<file path="src/rtl/sync_pkg.sv">
package sync_pkg;

  // ~~~~~~~~~~~~~~~~~~~~~~~~~~~~~~~~~~~~~~~~~~~~~~~~~~~~~~~~~~~
  // datapath widths
  // ~~~~~~~~~~~~~~~~~~~~~~~~~~~~~~~~~~~~~~~~~~~~~~~~~~~~~~~~~~~

  // signed I and Q component
  localparam int IQ_W  = 8;
  // I^2 + Q^2 tops out at 2 * 128^2 = 32768
  localparam int POW_W = 16;
  // sample index within a frame, frames up to 256 samples
  localparam int IDX_W = 8;
  // frame counter, wraps
  localparam int FRM_W = 8;

  // ~~~~~~~~~~~~~~~~~~~~~~~~~~~~~~~~~~~~~~~~~~~~~~~~~~~~~~~~~~~
  // peak search
  // ~~~~~~~~~~~~~~~~~~~~~~~~~~~~~~~~~~~~~~~~~~~~~~~~~~~~~~~~~~~

  // quiet samples without a new maximum that end the search
  localparam int NRX_TRIG = 16;
  // must hold NRX_TRIG
  localparam int CNT_W    = 5;

  typedef enum logic [1:0] {
    INIT = 2'b00,
    WAIT = 2'b01,
    TRIG = 2'b10,
    IDLE = 2'b11
  } det_state_t;

endpackage

</file>
<file path="src/rtl/iq_power_gate.sv">
`timescale 1ns/1ps

module iq_power_gate (
  input  logic                              clk,
  input  logic                              i_arst_n,
  input  logic                              i_clear,
  input  logic                              i_valid,
  input  logic signed [sync_pkg::IQ_W-1:0]  i_i,
  input  logic signed [sync_pkg::IQ_W-1:0]  i_q,
  input  logic                              i_last,
  output logic                              o_ready,
  input  logic        [sync_pkg::POW_W-1:0] i_threshold,
  output logic                              o_valid,
  output logic        [sync_pkg::POW_W-1:0] o_power,
  output logic                              o_flag,
  output logic                              o_last,
  input  logic                              i_ready
);

  logic signed [2*sync_pkg::IQ_W-1:0] i_sq;
  logic signed [2*sync_pkg::IQ_W-1:0] q_sq;
  logic        [sync_pkg::POW_W-1:0]  power;
  logic                               take;

  // squares are never negative, so the sum is done unsigned
  assign i_sq  = i_i * i_i;
  assign q_sq  = i_q * i_q;
  assign power = sync_pkg::POW_W'($unsigned(i_sq)) + sync_pkg::POW_W'($unsigned(q_sq));

  assign o_ready = i_ready | ~o_valid;
  assign take    = i_valid & o_ready;

  always_ff @(posedge clk or negedge i_arst_n) begin
    if (!i_arst_n) begin
      o_valid <= 1'b0;
    end else if (i_clear) begin
      o_valid <= 1'b0;
    end else if (o_ready) begin
      o_valid <= i_valid;
    end
  end

  always_ff @(posedge clk) begin
    if (take) begin
      o_power <= power;
      o_flag  <= (power >= i_threshold);
      o_last  <= i_last;
    end
  end

  // ~~~~~~~~~~~~~~~~~~~~~~~~~~~~~~~~~~~~~~~~~~~~~~~~~~~~~~~~~~~
  // checks
  // ~~~~~~~~~~~~~~~~~~~~~~~~~~~~~~~~~~~~~~~~~~~~~~~~~~~~~~~~~~~

  // a stalled beat holds its payload until the detector takes it
  a_hold_stall : assert property (
    @(posedge clk) disable iff (!i_arst_n || i_clear)
    o_valid && !i_ready |=>
      o_valid && $stable(o_power) && $stable(o_flag) && $stable(o_last)
  );

endmodule

</file>
<file path="src/rtl/peak_detect.sv">
`timescale 1ns/1ps

module peak_detect (
  input  logic                       clk,
  input  logic                       i_arst_n,
  input  logic                       i_clear,
  input  logic                       i_valid,
  input  logic [sync_pkg::POW_W-1:0] i_power,
  input  logic                       i_flag,
  input  logic                       i_last,
  output logic                       o_ready,
  output logic                       o_valid,
  output logic                       o_last,
  output logic                       o_peak,
  input  logic                       i_ready
);

  sync_pkg::det_state_t             state;
  logic [sync_pkg::POW_W-1:0]       max_pow;
  logic [3:0]                       rise_hist;
  logic [sync_pkg::CNT_W-1:0]       quiet_cnt;
  logic                             take;
  logic                             search_done;

  assign o_ready     = i_ready | ~o_valid;
  assign take        = i_valid & o_ready;
  assign search_done = (quiet_cnt >= sync_pkg::CNT_W'(sync_pkg::NRX_TRIG));

  // ~~~~~~~~~~~~~~~~~~~~~~~~~~~~~~~~~~~~~~~~~~~~~~~~~~~~~~~~~~~
  // running-max FSM, advances only on accepted beats
  // ~~~~~~~~~~~~~~~~~~~~~~~~~~~~~~~~~~~~~~~~~~~~~~~~~~~~~~~~~~~

  always_ff @(posedge clk or negedge i_arst_n) begin
    if (!i_arst_n) begin
      state     <= sync_pkg::INIT;
      rise_hist <= '0;
      quiet_cnt <= '0;
      o_peak    <= 1'b0;
      o_valid   <= 1'b0;
    end else if (i_clear) begin
      state     <= sync_pkg::INIT;
      rise_hist <= '0;
      quiet_cnt <= '0;
      o_peak    <= 1'b0;
      o_valid   <= 1'b0;
    end else begin
      if (o_ready) begin
        o_valid <= i_valid;
      end
      if (take) begin
        case (state)
          sync_pkg::INIT: begin
            rise_hist <= '0;
            quiet_cnt <= '0;
            o_peak    <= 1'b0;
            if (i_flag) begin
              state <= sync_pkg::TRIG;
            end
          end
          sync_pkg::TRIG: begin
            if (search_done) begin
              quiet_cnt <= '0;
              state     <= sync_pkg::WAIT;
              // four rises in a row and still above threshold
              o_peak    <= (&rise_hist) & i_flag;
            end else if (i_power > max_pow) begin
              rise_hist <= {rise_hist[2:0], 1'b1};
              quiet_cnt <= '0;
            end else begin
              quiet_cnt <= quiet_cnt + 1'b1;
            end
          end
          sync_pkg::WAIT: state <= sync_pkg::IDLE;
          sync_pkg::IDLE: state <= sync_pkg::INIT;
          default:        state <= sync_pkg::INIT;
        endcase
      end
    end
  end

  // running maximum and marker last flag
  always_ff @(posedge clk) begin
    if (take) begin
      o_last <= i_last;
      if (state == sync_pkg::INIT) begin
        max_pow <= i_power;
      end else if (state == sync_pkg::TRIG && !search_done && i_power > max_pow) begin
        max_pow <= i_power;
      end
    end
  end

  // ~~~~~~~~~~~~~~~~~~~~~~~~~~~~~~~~~~~~~~~~~~~~~~~~~~~~~~~~~~~
  // checks
  // ~~~~~~~~~~~~~~~~~~~~~~~~~~~~~~~~~~~~~~~~~~~~~~~~~~~~~~~~~~~

  // quiet count stays in range and only runs during a search
  a_state_legal : assert property (
    @(posedge clk) disable iff (!i_arst_n)
    (quiet_cnt <= sync_pkg::CNT_W'(sync_pkg::NRX_TRIG)) &&
      (state == sync_pkg::TRIG || quiet_cnt == '0)
  );

  // peak strobe only comes from the beat that ends a search
  a_peak_from_trig : assert property (
    @(posedge clk) disable iff (!i_arst_n)
    $rose(o_peak) |-> $past(take && state == sync_pkg::TRIG)
  );

endmodule

</file>
<file path="src/rtl/peak_report.sv">
`timescale 1ns/1ps

module peak_report (
  input  logic                       clk,
  input  logic                       i_arst_n,
  input  logic                       i_clear,
  input  logic                       i_valid,
  input  logic                       i_last,
  input  logic                       i_peak,
  output logic                       o_ready,
  output logic                       o_rep_valid,
  output logic [sync_pkg::IDX_W-1:0] o_rep_index,
  output logic [sync_pkg::FRM_W-1:0] o_rep_frame,
  input  logic                       i_rep_ready
);

  logic [sync_pkg::IDX_W-1:0] idx;
  logic [sync_pkg::FRM_W-1:0] frm;
  logic                       prev_peak;
  logic                       take;
  logic                       new_rep;

  // held report blocks the marker stream until it is taken
  assign o_ready = ~o_rep_valid | i_rep_ready;
  assign take    = i_valid & o_ready;
  assign new_rep = take & i_peak & ~prev_peak;

  always_ff @(posedge clk or negedge i_arst_n) begin
    if (!i_arst_n) begin
      idx         <= '0;
      frm         <= '0;
      prev_peak   <= 1'b0;
      o_rep_valid <= 1'b0;
    end else if (i_clear) begin
      idx         <= '0;
      frm         <= '0;
      prev_peak   <= 1'b0;
      o_rep_valid <= 1'b0;
    end else begin
      if (take) begin
        prev_peak <= i_peak;
        if (i_last) begin
          idx <= '0;
          frm <= frm + 1'b1;
        end else begin
          idx <= idx + 1'b1;
        end
      end
      if (new_rep) begin
        o_rep_valid <= 1'b1;
      end else if (i_rep_ready) begin
        o_rep_valid <= 1'b0;
      end
    end
  end

  always_ff @(posedge clk) begin
    if (new_rep) begin
      o_rep_index <= idx;
      o_rep_frame <= frm;
    end
  end

  a_rep_hold : assert property (
    @(posedge clk) disable iff (!i_arst_n || i_clear)
    o_rep_valid && !i_rep_ready |=> o_rep_valid
  );

endmodule

</file>
<file path="src/rtl/peak_sync_top.sv">
`timescale 1ns/1ps

module peak_sync_top (
  input  logic                             clk,
  input  logic                             i_arst_n,
  input  logic                             i_clear,
  input  logic        [sync_pkg::POW_W-1:0] i_threshold,
  input  logic                             i_iq_valid,
  input  logic signed [sync_pkg::IQ_W-1:0]  i_iq_i,
  input  logic signed [sync_pkg::IQ_W-1:0]  i_iq_q,
  input  logic                             i_iq_last,
  output logic                             o_iq_ready,
  output logic                             o_rep_valid,
  output logic        [sync_pkg::IDX_W-1:0] o_rep_index,
  output logic        [sync_pkg::FRM_W-1:0] o_rep_frame,
  input  logic                             i_rep_ready
);

  // power stream
  logic                       pw_valid;
  logic [sync_pkg::POW_W-1:0] pw_power;
  logic                       pw_flag;
  logic                       pw_last;
  logic                       pw_ready;

  // marker stream
  logic                       mk_valid;
  logic                       mk_last;
  logic                       mk_peak;
  logic                       mk_ready;

  iq_power_gate u_gate (
    .clk(clk), .i_arst_n(i_arst_n), .i_clear(i_clear),
    .i_valid(i_iq_valid), .i_i(i_iq_i), .i_q(i_iq_q), .i_last(i_iq_last),
    .o_ready(o_iq_ready), .i_threshold(i_threshold),
    .o_valid(pw_valid), .o_power(pw_power), .o_flag(pw_flag), .o_last(pw_last),
    .i_ready(pw_ready)
  );

  peak_detect u_detect (
    .clk(clk), .i_arst_n(i_arst_n), .i_clear(i_clear),
    .i_valid(pw_valid), .i_power(pw_power), .i_flag(pw_flag), .i_last(pw_last),
    .o_ready(pw_ready),
    .o_valid(mk_valid), .o_last(mk_last), .o_peak(mk_peak), .i_ready(mk_ready)
  );

  peak_report u_report (
    .clk(clk), .i_arst_n(i_arst_n), .i_clear(i_clear),
    .i_valid(mk_valid), .i_last(mk_last), .i_peak(mk_peak), .o_ready(mk_ready),
    .o_rep_valid(o_rep_valid), .o_rep_index(o_rep_index),
    .o_rep_frame(o_rep_frame), .i_rep_ready(i_rep_ready)
  );

endmodule

</file>
<file path="config.mk">
export PLATFORM = sky130hd
export DESIGN_NAME = peak_sync_top
export DESIGN_NICKNAME = d
export VERILOG_FILES = /design/src/rtl/sync_pkg.sv /design/src/rtl/iq_power_gate.sv /design/src/rtl/peak_detect.sv /design/src/rtl/peak_report.sv /design/src/rtl/peak_sync_top.sv
export SDC_FILE = /design/constraint.sdc
export NUM_CORES = 1
export LEC_CHECK = 0
export BUFFER_PORTS_ARGS = -buffer_cell sky130_fd_sc_hd__buf_2
export CORE_MARGIN = 2
export CORE_UTILIZATION = 35
export DETAILED_ROUTE_END_ITERATION = 12
export GPL_TIMING_DRIVEN = 0
export SYNTH_ARGS = -nofsm -noshare
export SYNTH_HDL_FRONTEND = slang
export SYNTH_HIERARCHICAL = 1
export SYNTH_SLANG_ARGS = --single-unit
</file>
<file path="constraint.sdc">
create_clock -name clk -period 2.9 [get_ports clk]
set_input_delay 0.435 -clock clk [delete_from_list [all_inputs] [get_ports clk]]
set_output_delay 0.435 -clock clk [all_outputs]
set_load 0.02 [all_outputs]
</file>
Word-level counts from Yosys, hierarchy flattened
Index checks and enable logic that the tools add are counted.
{"block": "totals", "register_bits": 83, "in_bits": 38, "out_inout_bits": 18}
{"block": "op_classes", "n_reduce_logical": 19, "magnitude_cmp": 3, "n_mul": 2, "bitwise_logic": 13, "muxes": 36, "eq_ne": 7, "addsub": 4}
{"operator": "$mux 8", "n": 6}
{"operator": "$mul 8x8->16", "n": 2}
{"operator": "$mux 16", "n": 2}
{"operator": "$mux 5", "n": 4}
{"operator": "$add 16x16->16", "n": 1}
{"operator": "$add 8x1->8 const B", "n": 2}
{"operator": "$ge 16x16->1", "n": 1}
{"operator": "$gt 16x16->1", "n": 1}
{"operator": "$mux 4", "n": 4}
{"operator": "$mux 1", "n": 12}
{"operator": "$reduce_bool 2->1", "n": 6}
{"operator": "$pmux 5 s2", "n": 1}
{"operator": "$mux 2", "n": 4}
{"operator": "$pmux 2 s4", "n": 1}
{"operator": "$pmux 4 s2", "n": 1}
{"operator": "$reduce_and 4->1", "n": 2}
{"operator": "$and 1x1->1", "n": 6}
{"operator": "$ne 3x2->1 const B", "n": 2}
{"operator": "$ne 3x3->1 const B", "n": 2}
{"operator": "$reduce_and 2->1", "n": 3}
{"operator": "$reduce_and 3->1", "n": 2}
{"operator": "$reduce_bool 3->1", "n": 2}
{"operator": "$add 5x1->5 const B", "n": 1}
{"operator": "$ge 5x5->1 const B", "n": 1}
{"operator": "8 further kinds", "n": 15}

Depth between registers and ports, before layout
Gate-level depths: netlist of run 1.
{"block": "logic_depth", "word_depth": 7, "depth_mapped": 26, "depth_no_buf": 26}

Hierarchy
The synthesis of run 1 kept the hierarchy.
{"module": "iq_power_gate", "area_each_um2": 5560.3, "n_inst": 1, "cells_per_inst": 560}
{"module": "peak_detect", "area_each_um2": 1640.3, "n_inst": 1, "cells_per_inst": 147}
{"module": "peak_report", "area_each_um2": 1430.1, "n_inst": 1, "cells_per_inst": 116}

Least setup slack after synthesis of run 1
OpenSTA, ideal clock, no wires.
{"block": "synth_path", "path_kind": "in2reg", "start": "input i_iq_q[7] (netlist bit)", "end": "register u_gate.o_flag, data pin", "cell_stages": 21, "slack_ns": -3.656, "t_arrival_ns": 6.290, "t_required_ns": 2.634, "n_path_buf": 1, "cell_sequence": "clkbuf_1 -> and2_1 -> fa_1 -> fa_1 -> fa_1 -> fa_1 -> fa_1 -> inv_1 -> fa_1 -> inv_1 -> ha_1 -> or3_1 -> o221a_4 -> o21ai_2 -> a21oi_1 -> a2111o_1 -> ha_1 -> o2111ai_1 -> a21oi_1 -> a211oi_1 -> o21ai_0"}
{"block": "synth_between", "elab_chain_len": 3}
{"item": "start, declared", "line": "peak_sync_top.sv:10", "text": "input logic signed [sync_pkg::IQ_W-1:0] i_iq_q,"}
{"item": "$mul 8x8->16", "line": "iq_power_gate.sv:27", "text": "assign q_sq = i_q * i_q;"}
{"item": "$add 16x16->16", "line": "iq_power_gate.sv:28", "text": "assign power = sync_pkg::POW_W'($unsigned(i_sq)) + sync_pkg::POW_W'($unsigned(q_sq));"}
{"item": "named net u_gate.power, one bit", "line": "iq_power_gate.sv:22", "text": "logic [sync_pkg::POW_W-1:0] power;"}
{"item": "$ge 16x16->1", "line": "iq_power_gate.sv:46", "text": "o_flag <= (power >= i_threshold);"}
{"item": "end signal, assigned", "line": "iq_power_gate.sv:46"}
{"item": "end, declared", "line": "iq_power_gate.sv:15", "text": "output logic o_flag,"}
The timed path passes the listed nets, and every way through them passes these cells.
A chain may end at the register's enable or synchronous reset.

Worst setup path in the final report of run 1
{"block": "layout_path", "start": "input i_iq_i[7] (netlist bit)", "end": "register u_gate.o_flag, data pin"}
{"block": "layout_between", "elab_chain_len": 3}
{"item": "start, declared", "line": "peak_sync_top.sv:9", "text": "input logic signed [sync_pkg::IQ_W-1:0] i_iq_i,"}
{"item": "$mul 8x8->16", "line": "iq_power_gate.sv:26", "text": "assign i_sq = i_i * i_i;"}
{"item": "$add 16x16->16", "line": "iq_power_gate.sv:28"}
{"item": "named net u_gate.power, one bit", "line": "iq_power_gate.sv:22"}
{"item": "$ge 16x16->1", "line": "iq_power_gate.sv:46"}
The timed path passes the listed nets, and every way through them passes these cells.

==> results.env, run 1 <==
ROUTED-VIA-COUNT=5914
MINIMUM_CLOCK_PERIOD_AFTER_LAYOUT_NS=6.05
TIMING_MAX_TRANSITION_VIOLATIONS_FINAL=0
NETLIST.AREA_LEADER.SHARE_PCT=26.0
DESIGN.CORE.AREA_SQ_UM=24200
FINAL_HOLD_VIOLATIONS=0
FP.DIEH_UM=161
CPMOSTUSEDCELL='fa_1'
FIRSTDRTPASSITERS=6
SYNTH_TOP_CELL_BY_AREA='fa_1'
DIE_AREA_SQ_UM=25900
GRT_PASS1_VIAS=6328
MAXCLOCKFREQUENCY_MHz=165
GRT_MAX_DEGREE=33
CTS_HOLD_BUFFERS=0
CTS-HTREE-LEVELS=3
CRITICAL_PATH_ARRIVAL_NS=6.13
TIMING.CRITICAL_PATH.SLOWEST_CELL_DELAY_NS=0.53
DRT_DRC=0
GRT_REMAINING_OVERFLOW=0
CTS.SINK_COUNT=83
SYN-MEAN-INSTANCE-AREA_SQ_UM=10.5
DESIGN.PORTCOUNT=56
SYNTH_FP_NETS=1069
CHIPWIDTH_UM=161
WIRE_PER_INST_UM=14.1
VIOLATED_CHECKS='negative setup slack'
MIN_PERIOD_OVER_PERIOD_PCT=209
CAPTURING_POINT_OF_THE_WORST_REG2REG_PATH='u_detect/max_pow[8]'
WIRELENGTH_UM=17800
SYNTH.LIB_CELLS_USED.DISTINCT=61
TIMING.HOLD.WORST.CLASS='in -> async'
DRT.ANTENNA.VIOLATING_NETS=0
LAYOUT.CORE_UTILIZATION_PCT=45.4
ASYNCSETRESETFLOPFRACSYNTH_PCT=38.6
MAX-SLEW-MARGIN-REL_PCT=41.7
CRIT_FANOUT=6
STATUS='complete, but fails checks'
YS_SEQ_ELEMENTS=83
CPLARGESTDELAYFAMILY='adder cells'
POSTSYNTH.TOPFLOPCELL='edfxtp_1'
WORST_EP_REQUIRED_TIME_NS=2.98
TIMING.CRITICAL_PATH.SLOWEST_STAGE_CELL='fa_1'
YS_WARN_COUNT=6
CRITICAL_PATH.ENDPOINT_TYPE='flip-flop'
CRIT-REG2REG-LAUNCH='u_gate/o_power[15]'
AVGVIACOUNTPERCELL=4.69
GLOBALPLACE.CONGESTION=0.785
WORSTSETUPSTARTPOINTTYPE='input pin'
MAX-CAP-VIOLATIONS=0
GRT_SETUP_UNREPAIRED='true'
NFILLCELLS=2285
CRITICAL_PATH_BUF_INV_COUNT=7
SYNTH.AREA.TOP_CELLS='fa_1 26%, edfxtp_1 18%, ha_1 14%, dfrtp_1 9.3%, inv_1 8.3%'
CRIT_TYPE='in -> reg'
FINAL.SETUP.WORST_SLACK_NS=-3.15
SYNTH_COMMON_CELLS='191 x inv_1, 112 x fa_1, 96 x ha_1'
SETUP_VIOL=14
WORST_SLEW_PIN_SLEW_NS=0.874
ANTENNA_CELLS_INSERTED=0
CLKLATENCYLATEPIN_NS=0.34
NUMBER_OF_ENABLE_TYPE_REGISTER_CELLS_IN_THE_SYNTHESIZED_NETLIST=51
FIRST_PASS_GRT_WIRE_LENGTH_UM=30100
CTS_INSERTED_BUFFERS=9
INSTANCE_COUNT_OF_THE_MAPPED_NETLIST=823
FINAL_LAYOUT_SIZE_SUFFIX_GT1_SHARE_PCT=28.5
DR.FIRST_ITER.DRC_COUNT=194
INITIAL_UTILIZATION_PCT=35.6
SYNTH_SEQUENTIAL_AREA_RATIO_PCT=27.0
DETAILEDPLACEMENTHPWL_UM=13900
SETUP_TNS_NS=-24.79
CLKTRANSATPATHREGS_NS=0.06
NETS=1178
CLOCKBUFFERDEPTH=2
NUMBER_OF_ANTENNA_VIOLATIONS_AT_THE_FIRST_CHECK_IN_GLOBAL_ROUTING=0
YOSYSMOSTFREQUENTCELL='inv_1'
GRT_USE_TOTAL_PCT=14.6
ROW_COUNT=57
SKEW_NS=0.00400
PLACEMENT.IO_BUFFERS=55
NETLIST_AREA_BEFORE_PLACEMENT_SQ_UM=8630
REG2REG_PATH_DEPTH=6
TRITONCTS='done'
AREA_GROWTH_PCT=27.5
PATH_CELLS='buf_12 -> buf_8 -> nand2_4 -> buf_4 -> buf_4 -> fa_2 -> fa_1 -> inv_1 -> fa_1 -> fa_1 -> fa_1 -> inv_1 -> fa_1 -> inv_2 -> ha_4 -> nand2_2 -> nor2_2 -> o21ai_4 -> a311oi_2 -> xor2_1 -> ha_1 -> a21o_1 -> a211oi_2 -> o21ai_1'
SETUP_SLACK_ON_THE_WORST_FLOP_TO_FLOP_PATH_NS=0.22
CTS-ROOT-BUF='clkbuf_16'
[layout by cell type, fill, tap and decap left out, types with 12 or more instances in the layout]
master / count
a21oi_1: 24
and2_1: 26
buf_2: 42
buf_4: 34
clkbuf_16: 12
dfrtp_1: 32
edfxtp_1: 51
fa_1: 101
ha_1: 71
ha_4: 24
inv_1: 162
inv_2: 27
nand2_1: 30
nor2_1: 17
nor2b_1: 14
o21ai_0: 14
xnor2_1: 17
[how the worst max path moves through the flow]
stage	startpoint	to	slack (ns)	depth (start not counted)
global placement	i_iq_i[7]	u_gate/o_flag	-4.12	26
finish	i_iq_i[7]	u_gate/o_flag	-3.15	24
floorplan	i_iq_q[7]	u_gate/o_flag	-3.03	21
CTS	i_iq_i[7]	u_gate/o_flag	-3.27	25
detailed placement	i_iq_i[7]	u_gate/o_flag	-4.14	26
global route	i_iq_i[4]	u_gate/o_flag	-3.35	25
[cells by family (layout without fill, tap and decap cells)]
group	count (synthesis)	after routing	synth area share, %
buffers and inverters	205	319	8.96
XOR/XNOR	39	39	3.96
flip-flops	83	83	27.0
adder cells (fa/ha/maj)	208	208	39.9
AO/OA/AOI/OAI	98	98	7.61
multiplexers	3	3	0.362
AND/OR/NAND/NOR	187	187	12.2
[registers in the layout, indices dropped and copies added (netlist names)]
signal                cells
u_report/idx              8
u_gate/o_last             1
u_report/frm              8
u_gate/o_flag             1
u_detect/o_valid          1
u_report/o_rep_frame      8
u_report/o_rep_valid      1
u_detect/max_pow         16
u_report/prev_peak        1
u_detect/o_last           1
u_detect/state            2
u_gate/o_valid            1
u_detect/quiet_cnt        5
u_detect/o_peak           1
u_detect/rise_hist        4
u_gate/o_power           16
u_report/o_rep_index      8
[per-stage QoR]
| stage | instances | instance area, sq um | setup slack, ns | hold slack, ns |
|---|---|---|---|---|
| floorplan | 823 | 9080 | -3.03 | 0.139 |
| global placement | 1202 | 9760 | -4.12 | 0.406 |
| detailed placement | 1203 | 9770 | -4.14 | 0.410 |
| CTS | 1245 | 10700 | -3.27 | 0.186 |
| global route | 1261 | 11000 | -3.35 | 0.219 |
| finish | 1261 | 11000 | -3.15 | 0.159 |
[cell type report]
| cell class | count | area (sq um) | share of cell area (%) |
|---|---|---|---|
| multi-input cells | 535 | 6260 | 56.9 |
| flip-flops and latches | 83 | 2330 | 21.2 |
| repair buffers | 98 | 816 | 7.41 |
| inverters | 191 | 722 | 6.56 |
| well taps | 324 | 405 | 3.68 |
| clock buffers | 12 | 256 | 2.33 |
| plain buffers | 14 | 141 | 1.28 |
| clock inverters | 4 | 73.8 | 0.671 |
[layer usage]
layer	wire length [um]	vias up	global-route usage, %
li1	-	2867	-
met1	7580	2942	17.6
met2	9400	82	26.9
met3	499	23	2.34
met4	300	0	4.06
met5	0	-	0
[repair_timing]
item / in CTS / in global routing
pin swaps: 51 / 61
resized for setup: 85 / 56
endpoints found under the setup margin: 30 / 14
setup buffers: 25 / 17
cloned: 1 / 0
Power of run 1 is not shown: default switching activity piles up to over one toggle a cycle in this logic, so the estimate is an artifact.
==> run 2, diff against run 1 <==
Settings changed: ABC_AREA from default to 1, BUFFER_PORTS_ARGS -buffer_cell sky130_fd_sc_hd__buf_2 to default, DONT_BUFFER_PORTS from default to 1.
==> run 2 against run 1 <==
  * The run still ends with negative setup slack left
  * Clock skew increased by 0.0055 ns
  * Sequential share of layout area down 0.29 points
  * Cell count increased by 12%
  * Non-clock buffer count shrank 48
  * Critical path depth is 3 higher
  * Synthesized cell count up 24%
  * Count of clock-buffer cells in the layout fell by 2
  * Design area up 1.4%
  * Critical path type unchanged
  * Highest routed layer unchanged
==> results.env, run 2 <==
ROW_COUNT=58  # was 57
TRITONCTS='done'  # unchanged
GRT_REMAINING_OVERFLOW=0  # unchanged
NUMBER_OF_ENABLE_TYPE_REGISTER_CELLS_IN_THE_SYNTHESIZED_NETLIST=51  # unchanged
DESIGN.CORE.AREA_SQ_UM=25300  # was 24,200 sq um
PLACEMENT.IO_BUFFERS=0  # was 55
MINIMUM_CLOCK_PERIOD_AFTER_LAYOUT_NS=5.75  # was 6.05 ns
FP.DIEH_UM=165  # was 161 um
FINAL.SETUP.WORST_SLACK_NS=-2.85  # was -3.15 ns
CTS-HTREE-LEVELS=3  # unchanged
MAX-CAP-VIOLATIONS=0  # unchanged
SYNTH_COMMON_CELLS='289 x inv_1, 183 x nand2_1, 112 x fa_1'  # was 191 x inv_1, 112 x fa_1, 96 x ha_1
WORST_SLEW_PIN_SLEW_NS=0.713  # was 0.874 ns
TIMING.CRITICAL_PATH.FROM='i_iq_i[7]'  # unchanged
MOSTFREQUENTLAYOUTCELLS='254 x inv_1, 159 x nand2_1, 103 x fa_1'  # was 162 x inv_1, 101 x fa_1, 71 x ha_1
DETAILEDPLACEMENTHPWL_UM=14500  # was 13,900 um
INITIAL_UTILIZATION_PCT=35.8  # was 35.6%
YOSYSMOSTFREQUENTCELL='inv_1'  # unchanged
NUMBER_OF_ANTENNA_VIOLATIONS_AT_THE_FIRST_CHECK_IN_GLOBAL_ROUTING=0  # unchanged
MET3ROUTEDLENGTH_UM=615  # was 499 um
FINISH.INSTANCE_AREA_SQ_UM=11200  # was 11,000 sq um
FIRSTDRTPASSITERS=4  # was 6
DESIGN.PORTCOUNT=56  # unchanged
HOLD_PATH_STARTPOINT='i_clear'
FINAL_LAYOUT_SIZE_SUFFIX_GT1_SHARE_PCT=22.3  # was 28.5%
VIOLATED_CHECKS='negative setup slack'  # unchanged
ROUTED-VIA-COUNT=6326  # was 5,914
SYNTH_FP_NETS=1267  # was 1,069
ROUTED-WL-MET2_UM=8420  # was 9400 um
SYNTH.LIB_CELLS_USED.DISTINCT=40  # was 61
SETUP_VIOL=13  # was 14
FINAL_HOLD_VIOLATIONS=0  # unchanged
LAYOUT_TOP_REGISTERS='u_detect/max_pow x16, u_gate/o_power x16'  # unchanged
TIMING_MAX_TRANSITION_VIOLATIONS_FINAL=0  # unchanged
FINAL_COMMON_CELL='inv_1'  # unchanged
SYNTH_SEQUENTIAL_AREA_RATIO_PCT=25.8  # was 27.0%
CRIT_TYPE='in -> reg'  # unchanged
WORSTSETUPSTARTPOINTTYPE='input pin'  # unchanged
GRT_PASS1_VIAS=6559  # was 6,328
DR.FIRST_ITER.DRC_COUNT=256  # was 194
CRIT-REG2REG-LAUNCH='u_gate/o_power[15]'  # unchanged
CLOCKBUFFERDEPTH=2  # unchanged
INSTANCE_COUNT_OF_THE_MAPPED_NETLIST=1021  # was 823
SETUP_TNS_NS=-23.93  # was -24.79 ns
WIRE_PER_INST_UM=12.5  # was 14.1 um
CLKTRANSATPATHREGS_NS=0.06  # about the same
SKEW_NS=0.00953  # was 0.00400 ns
POSTSYNTH.TOPFLOPCELL='edfxtp_1'  # unchanged
GRT_MAX_DEGREE=33  # unchanged
ANTENNA_CELLS_INSERTED=0  # unchanged
STATUS='complete, but fails checks'  # unchanged
TOPROUTINGLAYERUSED='met4'  # unchanged
YS_WARN_COUNT=6  # unchanged
WORST_EP_REQUIRED_TIME_NS=2.98  # about the same
GRT_USE_TOTAL_PCT=14.0  # was 14.6%
HOLD_SLACK_FINAL_NS=0.165  # was 0.159 ns
CLKLATENCYLATEPIN_NS=0.33  # was 0.34 ns
SYNTH.AREA.TOP_CELLS='fa_1 25%, edfxtp_1 17%, ha_1 13%, inv_1 12%, dfrtp_1 8.8%'  # was fa_1 26%, edfxtp_1 18%, ha_1 14%, dfrtp_1 9.3%, inv_1 8.3%
CTS-ROOT-BUF='clkbuf_16'  # unchanged
AVGVIACOUNTPERCELL=4.49  # was 4.69
DRT.ANTENNA.VIOLATING_NETS=0  # unchanged
DIE_AREA_SQ_UM=27200  # was 25,900 sq um
WIRELENGTH_UM=17700  # was 17,800 um
MET1_LENGTH_UM=8500  # was 7580 um
NETS=1321  # was 1,178
NETLIST.AREA_LEADER.SHARE_PCT=24.8  # was 26.0%
YS_SEQ_ELEMENTS=83  # unchanged
ASYNCSETRESETFLOPFRACSYNTH_PCT=38.6  # unchanged
CRITICAL_PATH.ENDPOINT_TYPE='flip-flop'  # unchanged
SYN-MEAN-INSTANCE-AREA_SQ_UM=8.87  # was 10.5 sq um
GLOBALPLACE.CONGESTION=0.803  # was 0.785
TIMING.HOLD.WORST.CLASS='in -> reg'  # was in -> async
NETLIST_AREA_BEFORE_PLACEMENT_SQ_UM=9060  # was 8630 sq um
MAX-SLEW-MARGIN-REL_PCT=52.5  # was 41.7%
MIN_PERIOD_OVER_PERIOD_PCT=198  # was 209%
MAXCLOCKFREQUENCY_MHz=174  # was 165 MHz
CTS.SINK_COUNT=83  # unchanged
CTS_INSERTED_BUFFERS=9  # unchanged
GRT_SETUP_UNREPAIRED='true'  # unchanged
DRT_DRC=0  # unchanged
AREA_GROWTH_PCT=23.2  # was 27.5%
CRITICAL_PATH_ARRIVAL_NS=5.83  # was 6.13 ns
FIRST_PASS_GRT_WIRE_LENGTH_UM=30500  # was 30,100 um
CRIT_FANOUT=8  # was 6
SYNTH_TOP_CELL_BY_AREA='fa_1'  # unchanged
DPL-INSTANCE-AREA_SQ_UM=10000  # was 9770 sq um
CHIPWIDTH_UM=165  # was 161 um
## run 2: cell types whose count changed after synthesis, sizes merged, moves of 8 or more
cell	delta
and2	-37
nor2b	-18
nand2	+150
o21ai	+14
nor2	+21
nand2b	-8
xnor2	-21
nand3	+36
inv	+101
## run 2: area by class of cell
class	count	area (sq um)
Clock inverter	6	97.6
Sequential cell	83	2330
Timing Repair Buffer	43	414
Buffer	21	342
Inverter	292	1120
Tap cell	330	413
Clock buffer	10	250
Fill cell	2377	14200
Multi-Input combinational cell	625	6190
## run 2: cells by family after synthesis
family | count (synthesis) | share of synthesized area [%]
xor gates and xnor gates | 23 | 2.22
and+or+nand+nor | 305 | 14.7
AOI/OAI and AO/OA | 89 | 6.05
DFF | 83 | 25.8
buffers and inverters | 313 | 13.2
adders and majority gates | 208 | 38.0
## run 2: final timing paths
path	slack, ns	end	cells past startpoint
worst max-delay path	-2.85	u_gate/o_flag	27
worst min-delay path	0.16	u_report/o_rep_valid	1
worst max register to register	0.53	u_detect/max_pow[12]	8
worst min register to register	0.43	u_detect/o_last	0
max in group asynchronous	2.15	u_detect/rise_hist[3]	2
min in group asynchronous	0.56	u_report/frm[2]	2
## run 2: routing by layer
layer  track usage, %  vias up
li1                 -     3201
met1             19.4     3044
met2             23.3       71
met3             2.51       10
met4             2.53        0
met5                0        -
## run 2: metrics by stage
step	std cells	worst slack, ns	util (%)
floorplan	1021	-2.82	-
global placement	1351	-3.48	39.4
detailed placement	1353	-3.51	39.5
CTS	1395	-2.83	42.8
global route	1410	-3.09	44.1
finish	1410	-2.85	44.1
## run 2: critical path, stage by stage
cell,delay (ns)
clkbuf_16,0.14
clkinvlp_4,0.14
buf_12,0.16
nor2_2,0.09
fa_1,0.45
fa_2,0.54
inv_1,0.05
fa_2,0.51
inv_1,0.06
fa_1,0.46
fa_1,0.49
inv_1,0.05
fa_1,0.49
inv_2,0.05
ha_4,0.29
inv_2,0.06
nor3_4,0.20
nand3_2,0.09
nand3_2,0.11
xor2_2,0.19
ha_1,0.27
nand2_2,0.08
inv_1,0.05
nand3_2,0.10
inv_2,0.05
a21oi_4,0.15
nand3_2,0.08
## run 2: what timing repair did
action                                  in CTS  in global routing
endpoints found under the setup margin      14                 14
resized for setup                           57                 46
buffers inserted                            24                 14
hold buffers                                 2                  0
gates cloned                                 0                  1
hold endpoints to repair                    32                  0
pin swaps                                   60                 48
Power of run 2 is left out for the same reason.
==> run 3, diff against run 2 <==
Settings changed: CTS_BUF_LIST from default to sky130_fd_sc_hd__clkbuf_8.
==> run 3 against run 2 <==
  * First-iteration DRC count rose by 9.4%
  * Worst setup slack got worse by 0.073 ns
  * Sequential share of layout area rose by 0.41 points
  * The run still ends with negative setup slack left
  * Clock skew rose by 0.0058 ns
==> results.env, run 3 (synthesis results as in run 2) <==
STATUS='complete, but fails checks'  # unchanged
VIOLATED_CHECKS='negative setup slack'  # unchanged
SKEW_NS=0.0154  # was 0.00953 ns
ROUTED-VIA-COUNT=6372  # was 6,326
CTS.SINK_COUNT=83  # unchanged
CTS-ROOT-BUF='clkbuf_8'  # was clkbuf_16
DESIGN.CORE.AREA_SQ_UM=25300  # unchanged
CLOCKBUFFERDEPTH=2  # unchanged
REGISTER_AREA_SQ_UM=2330  # unchanged
TRITONCTS='done'  # unchanged
AVGVIACOUNTPERCELL=4.53  # was 4.49
INITIAL_UTILIZATION_PCT=35.8  # unchanged
WORSTHOLDPATHCELLS=1  # unchanged
LAYOUT_TOP_REGISTERS='u_detect/max_pow x16, u_gate/o_power x16'  # unchanged
GRT_PASS1_VIAS=6503  # was 6,559
CRIT-REG2REG-LAUNCH='u_gate/o_power[15]'  # unchanged
CTS_INSERTED_BUFFERS=9  # unchanged
NUMBER_OF_ANTENNA_VIOLATIONS_AT_THE_FIRST_CHECK_IN_GLOBAL_ROUTING=0  # unchanged
GRT_USE_TOTAL_PCT=13.9  # was 14.0%
WORST_EP_REQUIRED_TIME_NS=2.99  # was 2.98 ns
FINAL_COMMON_CELL='inv_1'  # unchanged
FINAL.SETUP.WORST_SLACK_NS=-2.93  # was -2.85 ns
WIRELENGTH_UM=17600  # was 17,700 um
GLOBALPLACE.CONGESTION=0.803  # unchanged
REG2REG_PATH_DEPTH=8  # unchanged
MIN_PERIOD_OVER_PERIOD_PCT=201  # was 198%
DRT.ANTENNA.VIOLATING_NETS=0  # unchanged
FP.DIEH_UM=165  # unchanged
DETAILEDPLACEMENTHPWL_UM=14500  # unchanged
TIMING_MAX_TRANSITION_VIOLATIONS_FINAL=0  # unchanged
SETUP_VIOL=13  # unchanged
ROW_COUNT=58  # unchanged
CRIT_FANOUT=8  # unchanged
ANTENNA_CELLS_INSERTED=0  # unchanged
AREA_GROWTH_PCT=20.9  # was 23.2%
CRITICAL_PATH_ARRIVAL_NS=5.92  # was 5.83 ns
PLACEMENT.IO_BUFFERS=0  # unchanged
DR.FIRST_ITER.DRC_COUNT=280  # was 256
MAXCLOCKFREQUENCY_MHz=172  # was 174 MHz
SETUP_SLACK_ON_THE_WORST_FLOP_TO_FLOP_PATH_NS=0.48  # was 0.53 ns
HOLD_PATH_STARTPOINT='i_clear'  # unchanged
CRIT_TYPE='in -> reg'  # unchanged
FIRST_PASS_GRT_WIRE_LENGTH_UM=30300  # was 30,500 um
FINAL_HOLD_VIOLATIONS=0  # unchanged
MAX-SLEW-MARGIN-REL_PCT=50.0  # was 52.5%
GRT_MAX_DEGREE=33  # unchanged
MULTIINPUTGATEAREA_SQ_UM=6150  # was 6190 sq um
CTS-HTREE-LEVELS=3  # unchanged
CLKTRANSATPATHREGS_NS=0.09  # was 0.06 ns
CLKLATENCYLATEPIN_NS=0.35  # was 0.33 ns
DESIGN.PORTCOUNT=56  # unchanged
DRT_DRC=0  # unchanged
LAYOUT.CORE_UTILIZATION_PCT=43.2  # was 44.1%
DIE_AREA_SQ_UM=27200  # unchanged
NETS=1317  # was 1,321
MOSTFREQUENTLAYOUTCELLS='258 x inv_1, 159 x nand2_1, 106 x fa_1'  # was 254 x inv_1, 159 x nand2_1, 103 x fa_1
WORSTSETUPSTARTPOINTTYPE='input pin'  # unchanged
WORST_SLEW_PIN_SLEW_NS=0.750  # was 0.713 ns
HOLD_SLACK_FINAL_NS=0.139  # was 0.165 ns
FIRSTDRTPASSITERS=4  # unchanged
NFILLCELLS=2400  # was 2,377
CRITICAL_PATH.ENDPOINT_TYPE='flip-flop'  # unchanged
MAX-CAP-VIOLATIONS=0  # unchanged
CAPTURING_POINT_OF_THE_WORST_REG2REG_PATH='u_detect/max_pow[12]'  # unchanged
GRT_REMAINING_OVERFLOW=0  # unchanged
FINAL_LAYOUT_SIZE_SUFFIX_GT1_SHARE_PCT=21.2  # was 22.3%
GRT_SETUP_UNREPAIRED='true'  # unchanged
TERMINATING_PIN_OF_THE_WORST_HOLD_PATH='u_report/o_rep_valid'  # unchanged
TIMING.HOLD.WORST.CLASS='in -> reg'  # unchanged
WIRE_PER_INST_UM=12.5  # about the same
CHIPWIDTH_UM=165  # unchanged
MINIMUM_CLOCK_PERIOD_AFTER_LAYOUT_NS=5.83  # was 5.75 ns
## run 3: critical path: stages
cell        delay [ns]
clkbuf_16         0.14
clkinvlp_4        0.18
buf_6             0.17
nor2_4            0.10
fa_1              0.44
fa_2              0.55
fa_1              0.42
fa_1              0.53
fa_1              0.52
inv_1             0.05
fa_1              0.52
inv_1             0.06
ha_4              0.29
nand2_2           0.09
nor3_4            0.17
a21oi_2           0.10
buf_4             0.15
xnor2_2           0.13
ha_1              0.31
a21oi_1           0.14
o21ai_1           0.12
a21oi_4           0.19
nand3_2           0.09
## run 3: through the flow
step                setup slack, ns  setup TNS, ns  instance area (sq um)  instances
finish                        -2.93         -23.83                  10900       1406
detailed placement            -3.51         -29.63                  10000       1353
CTS                           -2.81         -22.96                  10700       1390
global placement              -3.48         -31.90                   9990       1351
global route                  -3.12         -25.79                  10900       1406
floorplan                     -2.82         -24.98                   9570       1021
## run 3: how the worst max path moves through the flow
stage              start             to  cells past startpoint
2_1_floorplan  i_iq_i[4]  u_gate/o_flag                     30
3_3_place_gp   i_iq_q[1]  u_gate/o_flag                     25
3_5_place_dp   i_iq_q[1]  u_gate/o_flag                     25
4_1_cts        i_iq_i[7]  u_gate/o_flag                     26
5_1_grt        i_iq_i[7]  u_gate/o_flag                     27
6_report       i_iq_i[7]  u_gate/o_flag                     23
## run 3: repair_timing
item	4_1_cts	5_1_grt
endpoints found under the hold margin	32	0
hold buffers	2	0
setup buffers	19	16
setup endpoints to repair	13	13
pin swaps	58	26
resized for setup	55	32
## run 3: per-layer routing
| layer | global-route usage (%) | vias to the layer above | wire length, um |
|---|---|---|---|
| met2 | 23.0 | 88 | 8280 |
| met4 | 2.21 | 0 | 150 |
| met3 | 2.44 | 13 | 631 |
| met1 | 19.4 | 3075 | 8510 |
| met5 | 0 | - | 0 |
| li1 | - | 3196 | - |
## run 3: layout make-up
| cell class | instances | share of cell area (%) |
|---|---|---|
| multi-input cells | 625 | 56.2 |
| flip-flops and latches | 83 | 21.3 |
| inverters | 292 | 10.2 |
| well taps | 330 | 3.77 |
| repair buffers | 39 | 3.11 |
| plain buffers | 21 | 3.06 |
| clock inverters | 7 | 1.17 |
| clock buffers | 9 | 1.13 |
Power of run 3 is left out for the same reason.
